<file path="config.mk">
export PLATFORM = sky130hd
export DESIGN_NAME = egr_sched_top
export DESIGN_NICKNAME = d
export VERILOG_FILES = /design/src/verilog/egr_sched_pkg.sv /design/src/verilog/egr_desc_queue.sv /design/src/verilog/egr_fair_drr_arb.sv /design/src/verilog/egr_sched_dispatch.sv /design/src/verilog/egr_sched_top.sv
export SDC_FILE = /design/constraint.sdc
export NUM_CORES = 1
export LEC_CHECK = 0
export ABC_AREA = 1
export BUFFER_PORTS_ARGS = -buffer_cell sky130_fd_sc_hd__buf_2
export CORE_MARGIN = 3
export CORE_UTILIZATION = 55
export CTS_BUF_LIST = sky130_fd_sc_hd__clkbuf_4
export DETAILED_ROUTE_END_ITERATION = 7
export PLACE_DENSITY = 0.71
export RECOVER_POWER = 100
export SLEW_MARGIN = 20
export SYNTH_ARGS = -nofsm -noshare
export SYNTH_HDL_FRONTEND = slang
export SYNTH_SLANG_ARGS = --single-unit
</file>
<file path="constraint.sdc">
create_clock -name clk -period 14 [get_ports clk]
set_input_delay 2.8 -clock clk [delete_from_list [all_inputs] [get_ports clk]]
set_output_delay 2.8 -clock clk [all_outputs]
set_load 0.03 [all_outputs]
</file>
<file path="src/verilog/egr_sched_pkg.sv">
// Shared widths, constants and descriptor types for the egress scheduler
// The cost field width follows MAX_COST, so the cost range is 1 to MAX_COST-1
// A cost of zero is not a legal descriptor cost
// The queue index in the output is 8 bits, which limits the design to 256 queues
package egr_sched_pkg;

    // ------------------------------------------------------------
    // Cost and credit sizing
    // ------------------------------------------------------------

    // One more than the largest descriptor cost
    localparam int MAX_COST = 64;

    // Bits needed to carry any legal cost
    localparam int COST_W = $clog2(MAX_COST);

    // Launches that may be in flight before their consume returns
    // The arbiter sizes its credit counters from this and MAX_COST
    localparam int MAX_LATENCY = 4;

    // ------------------------------------------------------------
    // Descriptor fields
    // ------------------------------------------------------------

    // The tag is carried through untouched
    localparam int TAG_W = 8;

    // Width of the queue index reported with each launch
    localparam int QID_W = 8;

    // One packet descriptor as stored in a queue
    typedef struct packed {
        logic [COST_W-1:0] cost;
        logic [TAG_W-1:0]  tag;
    } pkt_desc_t;

    // One launched descriptor together with the queue it came from
    typedef struct packed {
        logic [QID_W-1:0] qid;
        pkt_desc_t        desc;
    } sched_out_t;

endpackage

</file>
<file path="src/verilog/egr_desc_queue.sv">
// Single descriptor FIFO with a combinational head
// DEPTH must be a power of two so the pointers wrap on their own
// Push and pop may share a cycle. A push into a full queue is legal only
// together with a pop
`timescale 1ns/1ps

module egr_desc_queue #(
    parameter int DEPTH = 8
) (
    input  logic                     clk,
    input  logic                     reset,
    input  logic                     push,
    input  egr_sched_pkg::pkt_desc_t push_desc,
    input  logic                     pop,
    output egr_sched_pkg::pkt_desc_t head,
    output logic                     empty,
    output logic                     full
);

    import egr_sched_pkg::*;

    localparam int PTR_W = (DEPTH > 1) ? $clog2(DEPTH) : 1;
    localparam int CNT_W = $clog2(DEPTH + 1);

    // ------------------------------------------------------------
    // Storage and pointers
    // ------------------------------------------------------------

    // Descriptor storage holds payload only and is never cleared
    pkt_desc_t mem [DEPTH];

    logic [PTR_W-1:0] wr_ptr;
    logic [PTR_W-1:0] rd_ptr;
    logic [CNT_W-1:0] count;

    // Writes land at the write pointer on the edge of the push
    always_ff @(posedge clk) begin
        if (push) begin
            mem[wr_ptr] <= push_desc;
        end
    end

    // Pointers advance independently and the count tracks the difference
    always_ff @(posedge clk) begin
        if (reset) begin
            wr_ptr <= '0;
            rd_ptr <= '0;
            count  <= '0;
        end else begin
            if (push) begin
                wr_ptr <= wr_ptr + 1'b1;
            end
            if (pop) begin
                rd_ptr <= rd_ptr + 1'b1;
            end
            case ({push, pop})
                2'b10:   count <= count + 1'b1;
                2'b01:   count <= count - 1'b1;
                default: count <= count;
            endcase
        end
    end

    // ------------------------------------------------------------
    // Status and head
    // ------------------------------------------------------------

    // Both flags come from the registered count, so a push is seen one cycle later
    assign empty = (count == '0);
    assign full  = (count == CNT_W'(DEPTH));

    // The head is read in the same cycle as the pop that removes it
    assign head = mem[rd_ptr];

    // An overflow would overwrite the oldest descriptor
    a_no_overflow: assert property (@(posedge clk) disable iff (reset)
        (push && full) |-> pop);

    // Dispatch must only pop a queue that reported a request
    a_no_underflow: assert property (@(posedge clk) disable iff (reset)
        pop |-> !empty);

endmodule

</file>
<file path="src/verilog/egr_fair_drr_arb.sv">
// Deficit round robin arbiter over WIDTH requesters
// win is combinational on arb and the credit counters, with no registered stage
// The cost of a grant comes back later on consume and cost, one-hot, at most
// MAX_LATENCY grants ahead. Counters wrap at their width by design
// A requester that drops its request loses all of its credit
`timescale 1ns/1ps

module egr_fair_drr_arb #(
    parameter int WIDTH       = 4,
    parameter int MAX_LATENCY = egr_sched_pkg::MAX_LATENCY
) (
    input  logic                             clk,
    input  logic                             reset,
    input  logic [WIDTH-1:0]                 arb,
    output logic [WIDTH-1:0]                 win,
    input  logic                             pop,
    input  logic [WIDTH-1:0]                 consume,
    input  logic [egr_sched_pkg::COST_W-1:0] cost
);

    import egr_sched_pkg::*;

    localparam int CTR_W = $clog2(MAX_LATENCY * MAX_COST);
    localparam logic [CTR_W-1:0] MAX_COST_C = CTR_W'(MAX_COST);

    // Per-requester credit counters
    logic [WIDTH-1:0][CTR_W-1:0] ctr;

    logic [CTR_W-1:0] all_ctr;
    logic [CTR_W-1:0] all_ctr_rev;
    logic [CTR_W-1:0] top_bit_rev;
    logic [CTR_W-1:0] top_bit;
    logic [CTR_W-1:0] chosen_ctr;
    logic [CTR_W-1:0] cost_ext;
    logic [CTR_W-1:0] global_inc;
    logic [WIDTH-1:0] has_top;
    logic [WIDTH-1:0] cand;

    // ------------------------------------------------------------
    // Win selection
    // ------------------------------------------------------------

    // Merge the counters of everyone asking this cycle
    always_comb begin
        all_ctr = '0;
        for (int i = 0; i < WIDTH; i++) begin
            if (arb[i]) begin
                all_ctr |= ctr[i];
            end
        end
    end

    // Reverse, isolate the lowest set bit and reverse back
    // This yields the highest set bit of the merged counters
    always_comb begin
        for (int i = 0; i < CTR_W; i++) begin
            all_ctr_rev[i] = all_ctr[CTR_W-1-i];
        end
    end

    assign top_bit_rev = all_ctr_rev & (~all_ctr_rev + 1'b1);

    always_comb begin
        for (int i = 0; i < CTR_W; i++) begin
            top_bit[i] = top_bit_rev[CTR_W-1-i];
        end
    end

    // With no credit anywhere every requester ties
    // Otherwise only counters holding the top bit qualify
    always_comb begin
        for (int i = 0; i < WIDTH; i++) begin
            has_top[i] = (top_bit == '0) || (|(top_bit & ctr[i]));
        end
    end

    // Lowest index among the qualifying requesters wins
    assign cand = arb & has_top;
    assign win  = cand & (~cand + 1'b1);

    // ------------------------------------------------------------
    // Counter update
    // ------------------------------------------------------------

    // AND of the consumed counters, all ones when nothing is consumed
    always_comb begin
        chosen_ctr = '1;
        for (int i = 0; i < WIDTH; i++) begin
            if (consume[i]) begin
                chosen_ctr &= ctr[i];
            end
        end
    end

    assign cost_ext = {{(CTR_W - COST_W){1'b0}}, cost};

    // Top-up is the shortfall of the returned cost above that value
    assign global_inc = (chosen_ctr >= cost_ext) ? '0 : (cost_ext - chosen_ctr);

    // A grant charges MAX_COST up front and the consume refunds the unused part
    always_ff @(posedge clk) begin
        for (int i = 0; i < WIDTH; i++) begin
            if (reset || !arb[i]) begin
                ctr[i] <= '0;
            end else begin
                case ({consume[i], win[i] & pop})
                    2'b01:   ctr[i] <= ctr[i] + global_inc - MAX_COST_C;
                    2'b10:   ctr[i] <= ctr[i] + MAX_COST_C - cost_ext;
                    2'b11:   ctr[i] <= ctr[i] + global_inc - cost_ext;
                    default: ctr[i] <= ctr[i];
                endcase
            end
        end
    end

    // Some requester always holds the top bit, so no request is left without a grant
    a_win_when_arb: assert property (@(posedge clk) disable iff (reset)
        (arb != '0) |-> (win != '0));

    // The returned cost belongs to exactly one earlier grant
    a_consume_onehot: assert property (@(posedge clk) disable iff (reset)
        $onehot0(consume));

endmodule

</file>
<file path="src/verilog/egr_sched_dispatch.sv">
// Dispatch stage between the arbiter and the output
// Pops the granted queue in the grant cycle and launches its head one cycle later
// The consume for a launch is returned in the launch cycle, so at most one
// cost is outstanding toward the arbiter
// NUM_QUEUES must not exceed 256 because of the queue index width
`timescale 1ns/1ps

module egr_sched_dispatch #(
    parameter int NUM_QUEUES = 4
) (
    input  logic                             clk,
    input  logic                             reset,
    input  logic [NUM_QUEUES-1:0]            win,
    input  egr_sched_pkg::pkt_desc_t         heads [NUM_QUEUES],
    output logic                             pop,
    output logic [NUM_QUEUES-1:0]            q_pop,
    output logic                             out_valid,
    output egr_sched_pkg::sched_out_t        out,
    output logic [NUM_QUEUES-1:0]            consume,
    output logic [egr_sched_pkg::COST_W-1:0] cost
);

    import egr_sched_pkg::*;

    pkt_desc_t             sel_desc;
    logic [QID_W-1:0]      sel_qid;
    logic [NUM_QUEUES-1:0] win_q;

    // ------------------------------------------------------------
    // Grant cycle
    // ------------------------------------------------------------

    // Every grant is taken, since the output never stalls
    assign pop   = |win;
    assign q_pop = win;

    // The grant is one-hot, so an OR of the masked heads selects the winner
    always_comb begin
        sel_desc = '0;
        sel_qid  = '0;
        for (int i = 0; i < NUM_QUEUES; i++) begin
            if (win[i]) begin
                sel_desc |= heads[i];
                sel_qid  |= QID_W'(i);
            end
        end
    end

    // ------------------------------------------------------------
    // Launch cycle
    // ------------------------------------------------------------

    // Control flops
    always_ff @(posedge clk) begin
        if (reset) begin
            out_valid <= 1'b0;
            win_q     <= '0;
        end else begin
            out_valid <= pop;
            win_q     <= win;
        end
    end

    // The launched descriptor is payload and is only loaded on a grant
    always_ff @(posedge clk) begin
        if (pop) begin
            out.qid  <= sel_qid;
            out.desc <= sel_desc;
        end
    end

    // Consume follows the launch and names the queue that was charged
    assign consume = win_q;

    // Cost is held at zero between launches so stale payload never reaches the counters
    assign cost = out_valid ? out.desc.cost : '0;

    // A launch returns its cost in the same cycle to the queue it came from
    a_launch_consumes: assert property (@(posedge clk) disable iff (reset)
        out_valid |-> (consume == (NUM_QUEUES'(1) << out.qid)));

endmodule

</file>
<file path="src/verilog/egr_sched_top.sv">
// Egress scheduler top level
// Enqueue has no back-pressure, so the user must watch the full flags
// A queue index at or above NUM_QUEUES and a cost of zero are illegal
// QUEUE_DEPTH must be a power of two and NUM_QUEUES at most 256
`timescale 1ns/1ps

module egr_sched_top #(
    parameter int NUM_QUEUES  = 4,
    parameter int QUEUE_DEPTH = 8
) (
    input  logic                            clk,
    input  logic                            reset,
    input  logic                            enq,
    input  logic [egr_sched_pkg::QID_W-1:0] enq_qid,
    input  egr_sched_pkg::pkt_desc_t        enq_desc,
    output logic                            out_valid,
    output egr_sched_pkg::sched_out_t       out,
    output logic [NUM_QUEUES-1:0]           full
);

    import egr_sched_pkg::*;

    logic [NUM_QUEUES-1:0] q_push;
    logic [NUM_QUEUES-1:0] q_pop;
    logic [NUM_QUEUES-1:0] q_empty;
    logic [NUM_QUEUES-1:0] req;
    logic [NUM_QUEUES-1:0] win;
    logic [NUM_QUEUES-1:0] consume;
    logic [COST_W-1:0]     cost;
    logic                  pop;
    pkt_desc_t             heads [NUM_QUEUES];

    // ------------------------------------------------------------
    // Queue array
    // ------------------------------------------------------------

    for (genvar g = 0; g < NUM_QUEUES; g++) begin : g_queue
        // Enqueue decode for this queue
        assign q_push[g] = enq && (enq_qid == QID_W'(g));

        egr_desc_queue #(
            .DEPTH (QUEUE_DEPTH)
        ) u_queue (
            .clk       (clk),
            .reset     (reset),
            .push      (q_push[g]),
            .push_desc (enq_desc),
            .pop       (q_pop[g]),
            .head      (heads[g]),
            .empty     (q_empty[g]),
            .full      (full[g])
        );
    end

    // A queue requests whenever it holds anything
    assign req = ~q_empty;

    // ------------------------------------------------------------
    // Arbitration and dispatch
    // ------------------------------------------------------------

    egr_fair_drr_arb #(
        .WIDTH       (NUM_QUEUES),
        .MAX_LATENCY (MAX_LATENCY)
    ) u_arb (
        .clk     (clk),
        .reset   (reset),
        .arb     (req),
        .win     (win),
        .pop     (pop),
        .consume (consume),
        .cost    (cost)
    );

    egr_sched_dispatch #(
        .NUM_QUEUES (NUM_QUEUES)
    ) u_dispatch (
        .clk       (clk),
        .reset     (reset),
        .win       (win),
        .heads     (heads),
        .pop       (pop),
        .q_pop     (q_pop),
        .out_valid (out_valid),
        .out       (out),
        .consume   (consume),
        .cost      (cost)
    );

    // An out of range index would silently drop the descriptor
    a_enq_qid_range: assert property (@(posedge clk) disable iff (reset)
        enq |-> (enq_qid < QID_W'(NUM_QUEUES)));

    // A zero cost would let a queue send without ever spending credit
    a_enq_cost_nonzero: assert property (@(posedge clk) disable iff (reset)
        enq |-> (enq_desc.cost != '0));

endmodule
</file>
==> impl_metrics.env <==
export IMPL_outcome="finished, violations left"
export IMPL_violations="max-capacitance violations, max-slew violations"
export IMPL_grt_pass1_wl_mm=111
export IMPL_drive_above_1_share_pct=9.06
export IMPL_synth_area_leader_cell="edfxtp_1"
export IMPL_slew_violations=945
export IMPL_leakage_nw=11.7
export IMPL_p_per_area_mw_per_mm2=206
export IMPL_cts_made_buffers=141
export IMPL_dpl_cell_area_mm2=0.0283
export IMPL_die_area_mm2=0.0524
export IMPL_finalSetupViolCount=0
export IMPL_pwr_share_seq_pct=34.0
export IMPL_cpPeakStageDelay_ns=1.04
export IMPL_power_frac_comb_pct=43.8
export IMPL_met3_usage_pct=6.37
export IMPL_cts_resized=0
export IMPL_drt_iter0_markers=1999
export IMPL_syn_inst=2778
export IMPL_drc=0
export IMPL_yosys_top_cells_area="edfxtp_1 (51%), nand2_1 (6.6%), dfxtp_1 (6.5%)"
export IMPL_ys_async_sr_fraction_pct=0
export IMPL_end_kind="register"
export IMPL_syn_to_final_growth_pct=8.44
export IMPL_final_hold_violation_count=0
export IMPL_globalplace_congestion=0.905
export IMPL_h_tree_depth=4
export IMPL_hold_slack_ns=0.468
export IMPL_rsz0062_at_grt="false"
export IMPL_layout_common_cells="nand2_1 (484), edfxtp_1 (464), nor2_1 (394), o21ai_0 (288), inv_1 (248)"
export IMPL_path_buf_inv=1
export IMPL_finalWirelength_mm=72.3
export IMPL_initial_core_util_pct=55.8
export IMPL_grt_max_degree=58
export IMPL_post_dp_hpwl_mm=47.0
export IMPL_grtUsageMet1_pct=35.9
export IMPL_routed_via_density=5.80
export IMPL_syn_area_mm2=0.0273
export IMPL_startpoint="g_queue[0].u_queue.count[2]$_SDFFE_PP0P_"
export IMPL_clock_latency_ns=0.96
export IMPL_internal_power_mw=3.43
export IMPL_fin_crit_ns=6.40
export IMPL_cts_clk_slew_worst_paths_ns=0.07
export IMPL_grt_usage_pct=27.3
export IMPL_clock_skew_ns=0.0527
export IMPL_placement_rows=81
export IMPL_synth_top_cell_area_share_pct=51.0
export IMPL_synth_edf_count=464
export IMPL_worstHoldStart="g_queue[1].u_queue.rd_ptr[2]$_SDFFE_PP0P_"
export IMPL_max_cap_violations=45
export IMPL_cts_setup_buffers=0
export IMPL_cp_common_cell="nor2_1"
export IMPL_core_mm2=0.0490
export IMPL_clockBufferDepth=3
export IMPL_dieWidth_um=229
export IMPL_sw_frac_of_total_pct=43.7
export IMPL_grt_pass1_vias=20000
export IMPL_fin_area_mm2=0.0296
export IMPL_rrSetupSlack_ns=7.60
export IMPL_cpLargestDelayFamily="simple AND/OR/NAND/NOR gates"
export IMPL_fin_util_pct=60.5
export IMPL_grt_busiest_layer="met2"
export IMPL_path_depth=23
export IMPL_cts_tree="done"
export IMPL_grt_overflow_total=0
export IMPL_clkPwrFrac_pct=22.1
export IMPL_worst_path_max_fanout=32
export IMPL_synth_seq_cells=553
export IMPL_r2r_cells=23
export IMPL_path_class="reg -> reg"
export IMPL_final_min_period_over_clock_period_pct=45.7
export IMPL_ctsHoldBuffers=0
export IMPL_r2r_start="g_queue[0].u_queue.count[2]$_SDFFE_PP0P_"
export IMPL_wl_per_cell_um=19.8
export IMPL_mostFrequentLayoutCell="nand2_1"
export IMPL_ios=52
export IMPL_dr_pass1_iters=5
export IMPL_clock_fmax_mhz=156
export IMPL_antenna_found_initial=1
export IMPL_yosys_warnings=0
export IMPL_required_ns=14.84
export IMPL_slowest_stage="nand3_1"
export IMPL_cts_root_buf="clkbuf_4"
export IMPL_met2_usage_pct=44.8
export IMPL_io_buffers=45
export IMPL_cp_start_kind="register"
export IMPL_max_slew_margin_rel_pct=-51.8
export IMPL_ant_nets=0
export IMPL_fin_tns_setup_ns=0
export IMPL_fin_nets=3037
export IMPL_seq_area_frac_synth_pct=57.5
export IMPL_setup_worst_path_end="g_queue[2].u_queue.count[3]$_SDFFE_PP0P_"
export IMPL_worst_ep_arrival_time_ns=7.24
export IMPL_synth_flop_cell="edfxtp_1"
export IMPL_worst_pin_slew_ns=2.26
export IMPL_ys_types=52
export IMPL_rr_endpoint="g_queue[2].u_queue.count[3]$_SDFFE_PP0P_"
export IMPL_postSynthAreaPerCell_um2=9.83
export IMPL_vias=21100
export IMPL_clock_sinks=553
export IMPL_vdd_drop_max_uv=115
export IMPL_power_switching_mw=2.66
export IMPL_min_path_type="reg -> reg"
export IMPL_fp_dieH_um=229
export IMPL_path_cells="nor2_1 > nand2_1 > nand2_1 > nand2_4 > nor2_1 > nand2_4 > nor2_1 > nand3_1 > o21ai_0 > nor2_1 > nor2_4 > nand3_1 > inv_1 > ha_1 > ha_1 > nand2_1 > nor2_1 > a211oi_1 > nor2_1 > nor2_1 > nand2_1 > o21ai_0 > a21oi_1"
==> how the worst min path moves through the flow <==
stage	end	slack, ns	cells after the start
after CTS	g_queue[1].u_queue.rd_ptr[2]$_SDFFE_PP0P_	0.47	2
after global routing	g_queue[1].u_queue.rd_ptr[2]$_SDFFE_PP0P_	0.51	2
after global placement	g_queue[1].u_queue.rd_ptr[2]$_SDFFE_PP0P_	0.44	2
after floorplan	register	0.43	2
final	g_queue[1].u_queue.rd_ptr[2]$_SDFFE_PP0P_	0.47	2
after detailed placement	g_queue[1].u_queue.rd_ptr[2]$_SDFFE_PP0P_	0.46	2
==> state kept, by name, indices dropped and copies added, names as in the netlist, named ones only <==
name,cells
g_queue.u_queue.count,16
g_queue.u_queue.mem,448
g_queue.u_queue.rd_ptr,12
g_queue.u_queue.wr_ptr,12
u_arb.ctr,32
u_dispatch.consume,4
u_dispatch.out,16
u_dispatch.out_valid,1
==> cells by family after synthesis <==
logic type | share of synthesized area [%]
buf+inv | 5.44
fa+ha+maj | 6.65
compound gates | 12.6
simple gates | 16.5
flops | 57.5
xor+xnor | 1.25
other cells | 0.0137
==> synth_stat cells, types with 3 or more instances <==
library cell,number
buf_4,12
a211oi_1,10
buf_6,5
ha_1,118
nand3_1,90
o22ai_1,76
o221ai_1,28
buf_1,10
inv_2,5
nor2_4,6
nand3b_1,7
nor3_1,41
dfxtp_1,89
o21bai_1,3
o21ai_1,19
a21boi_0,4
or2_2,7
o211ai_1,16
nor2_1,390
clkbuf_1,78
nand2_1,481
nand3_2,5
nor4_1,5
and2_1,4
fa_1,17
nand4_1,17
o21ai_0,283
buf_2,12
a21oi_1,124
xor2_1,25
edfxtp_1,464
nor2_2,6
a32oi_1,28
a31oi_1,5
nand2_4,5
xnor2_1,12
nand2_2,7
inv_1,246
==> through the flow <==
stage,setup WS [ns],total power [mW],cells
after floorplan,8.89,3.97,2787
after global placement,8.30,4.69,3398
after detailed placement,8.06,4.77,3398
after CTS,8.33,6.12,3643
after global routing,7.00,6.50,3644
final,7.60,6.09,3644
==> power groups by stage <==
stage | Clock, mW | Sequential [mW] | Combinational [mW]
floorplan | 0 | 2.06 | 1.91
global placement | 0 | 2.10 | 2.60
detailed placement | 0 | 2.10 | 2.67
CTS | 1.37 | 2.06 | 2.68
global route | 1.47 | 2.08 | 2.95
finish | 1.35 | 2.07 | 2.67
==> cell type report <==
class,instances,area [um^2]
repair buffers,64,313
inverters,253,950
well taps,664,831
fillers,4134,19300
clock buffers,195,1460
flip-flops and latches,553,15700
multi-input cells,1864,10100
diodes,1,2.50
clock inverters,50,282
==> layer usage <==
layer,share of wire [%],up-vias
li1,-,9950
met1,41,10100
met2,48,915
met3,8.4,160
met4,2.8,0
met5,0,-
==> worst min-delay path, cell delays in order (launching register included) <==
cell and delay (ns):
dfxtp_1 0.31, inv_1 0.05, a21oi_1 0.06
Power figures use the tool's default switching activity.
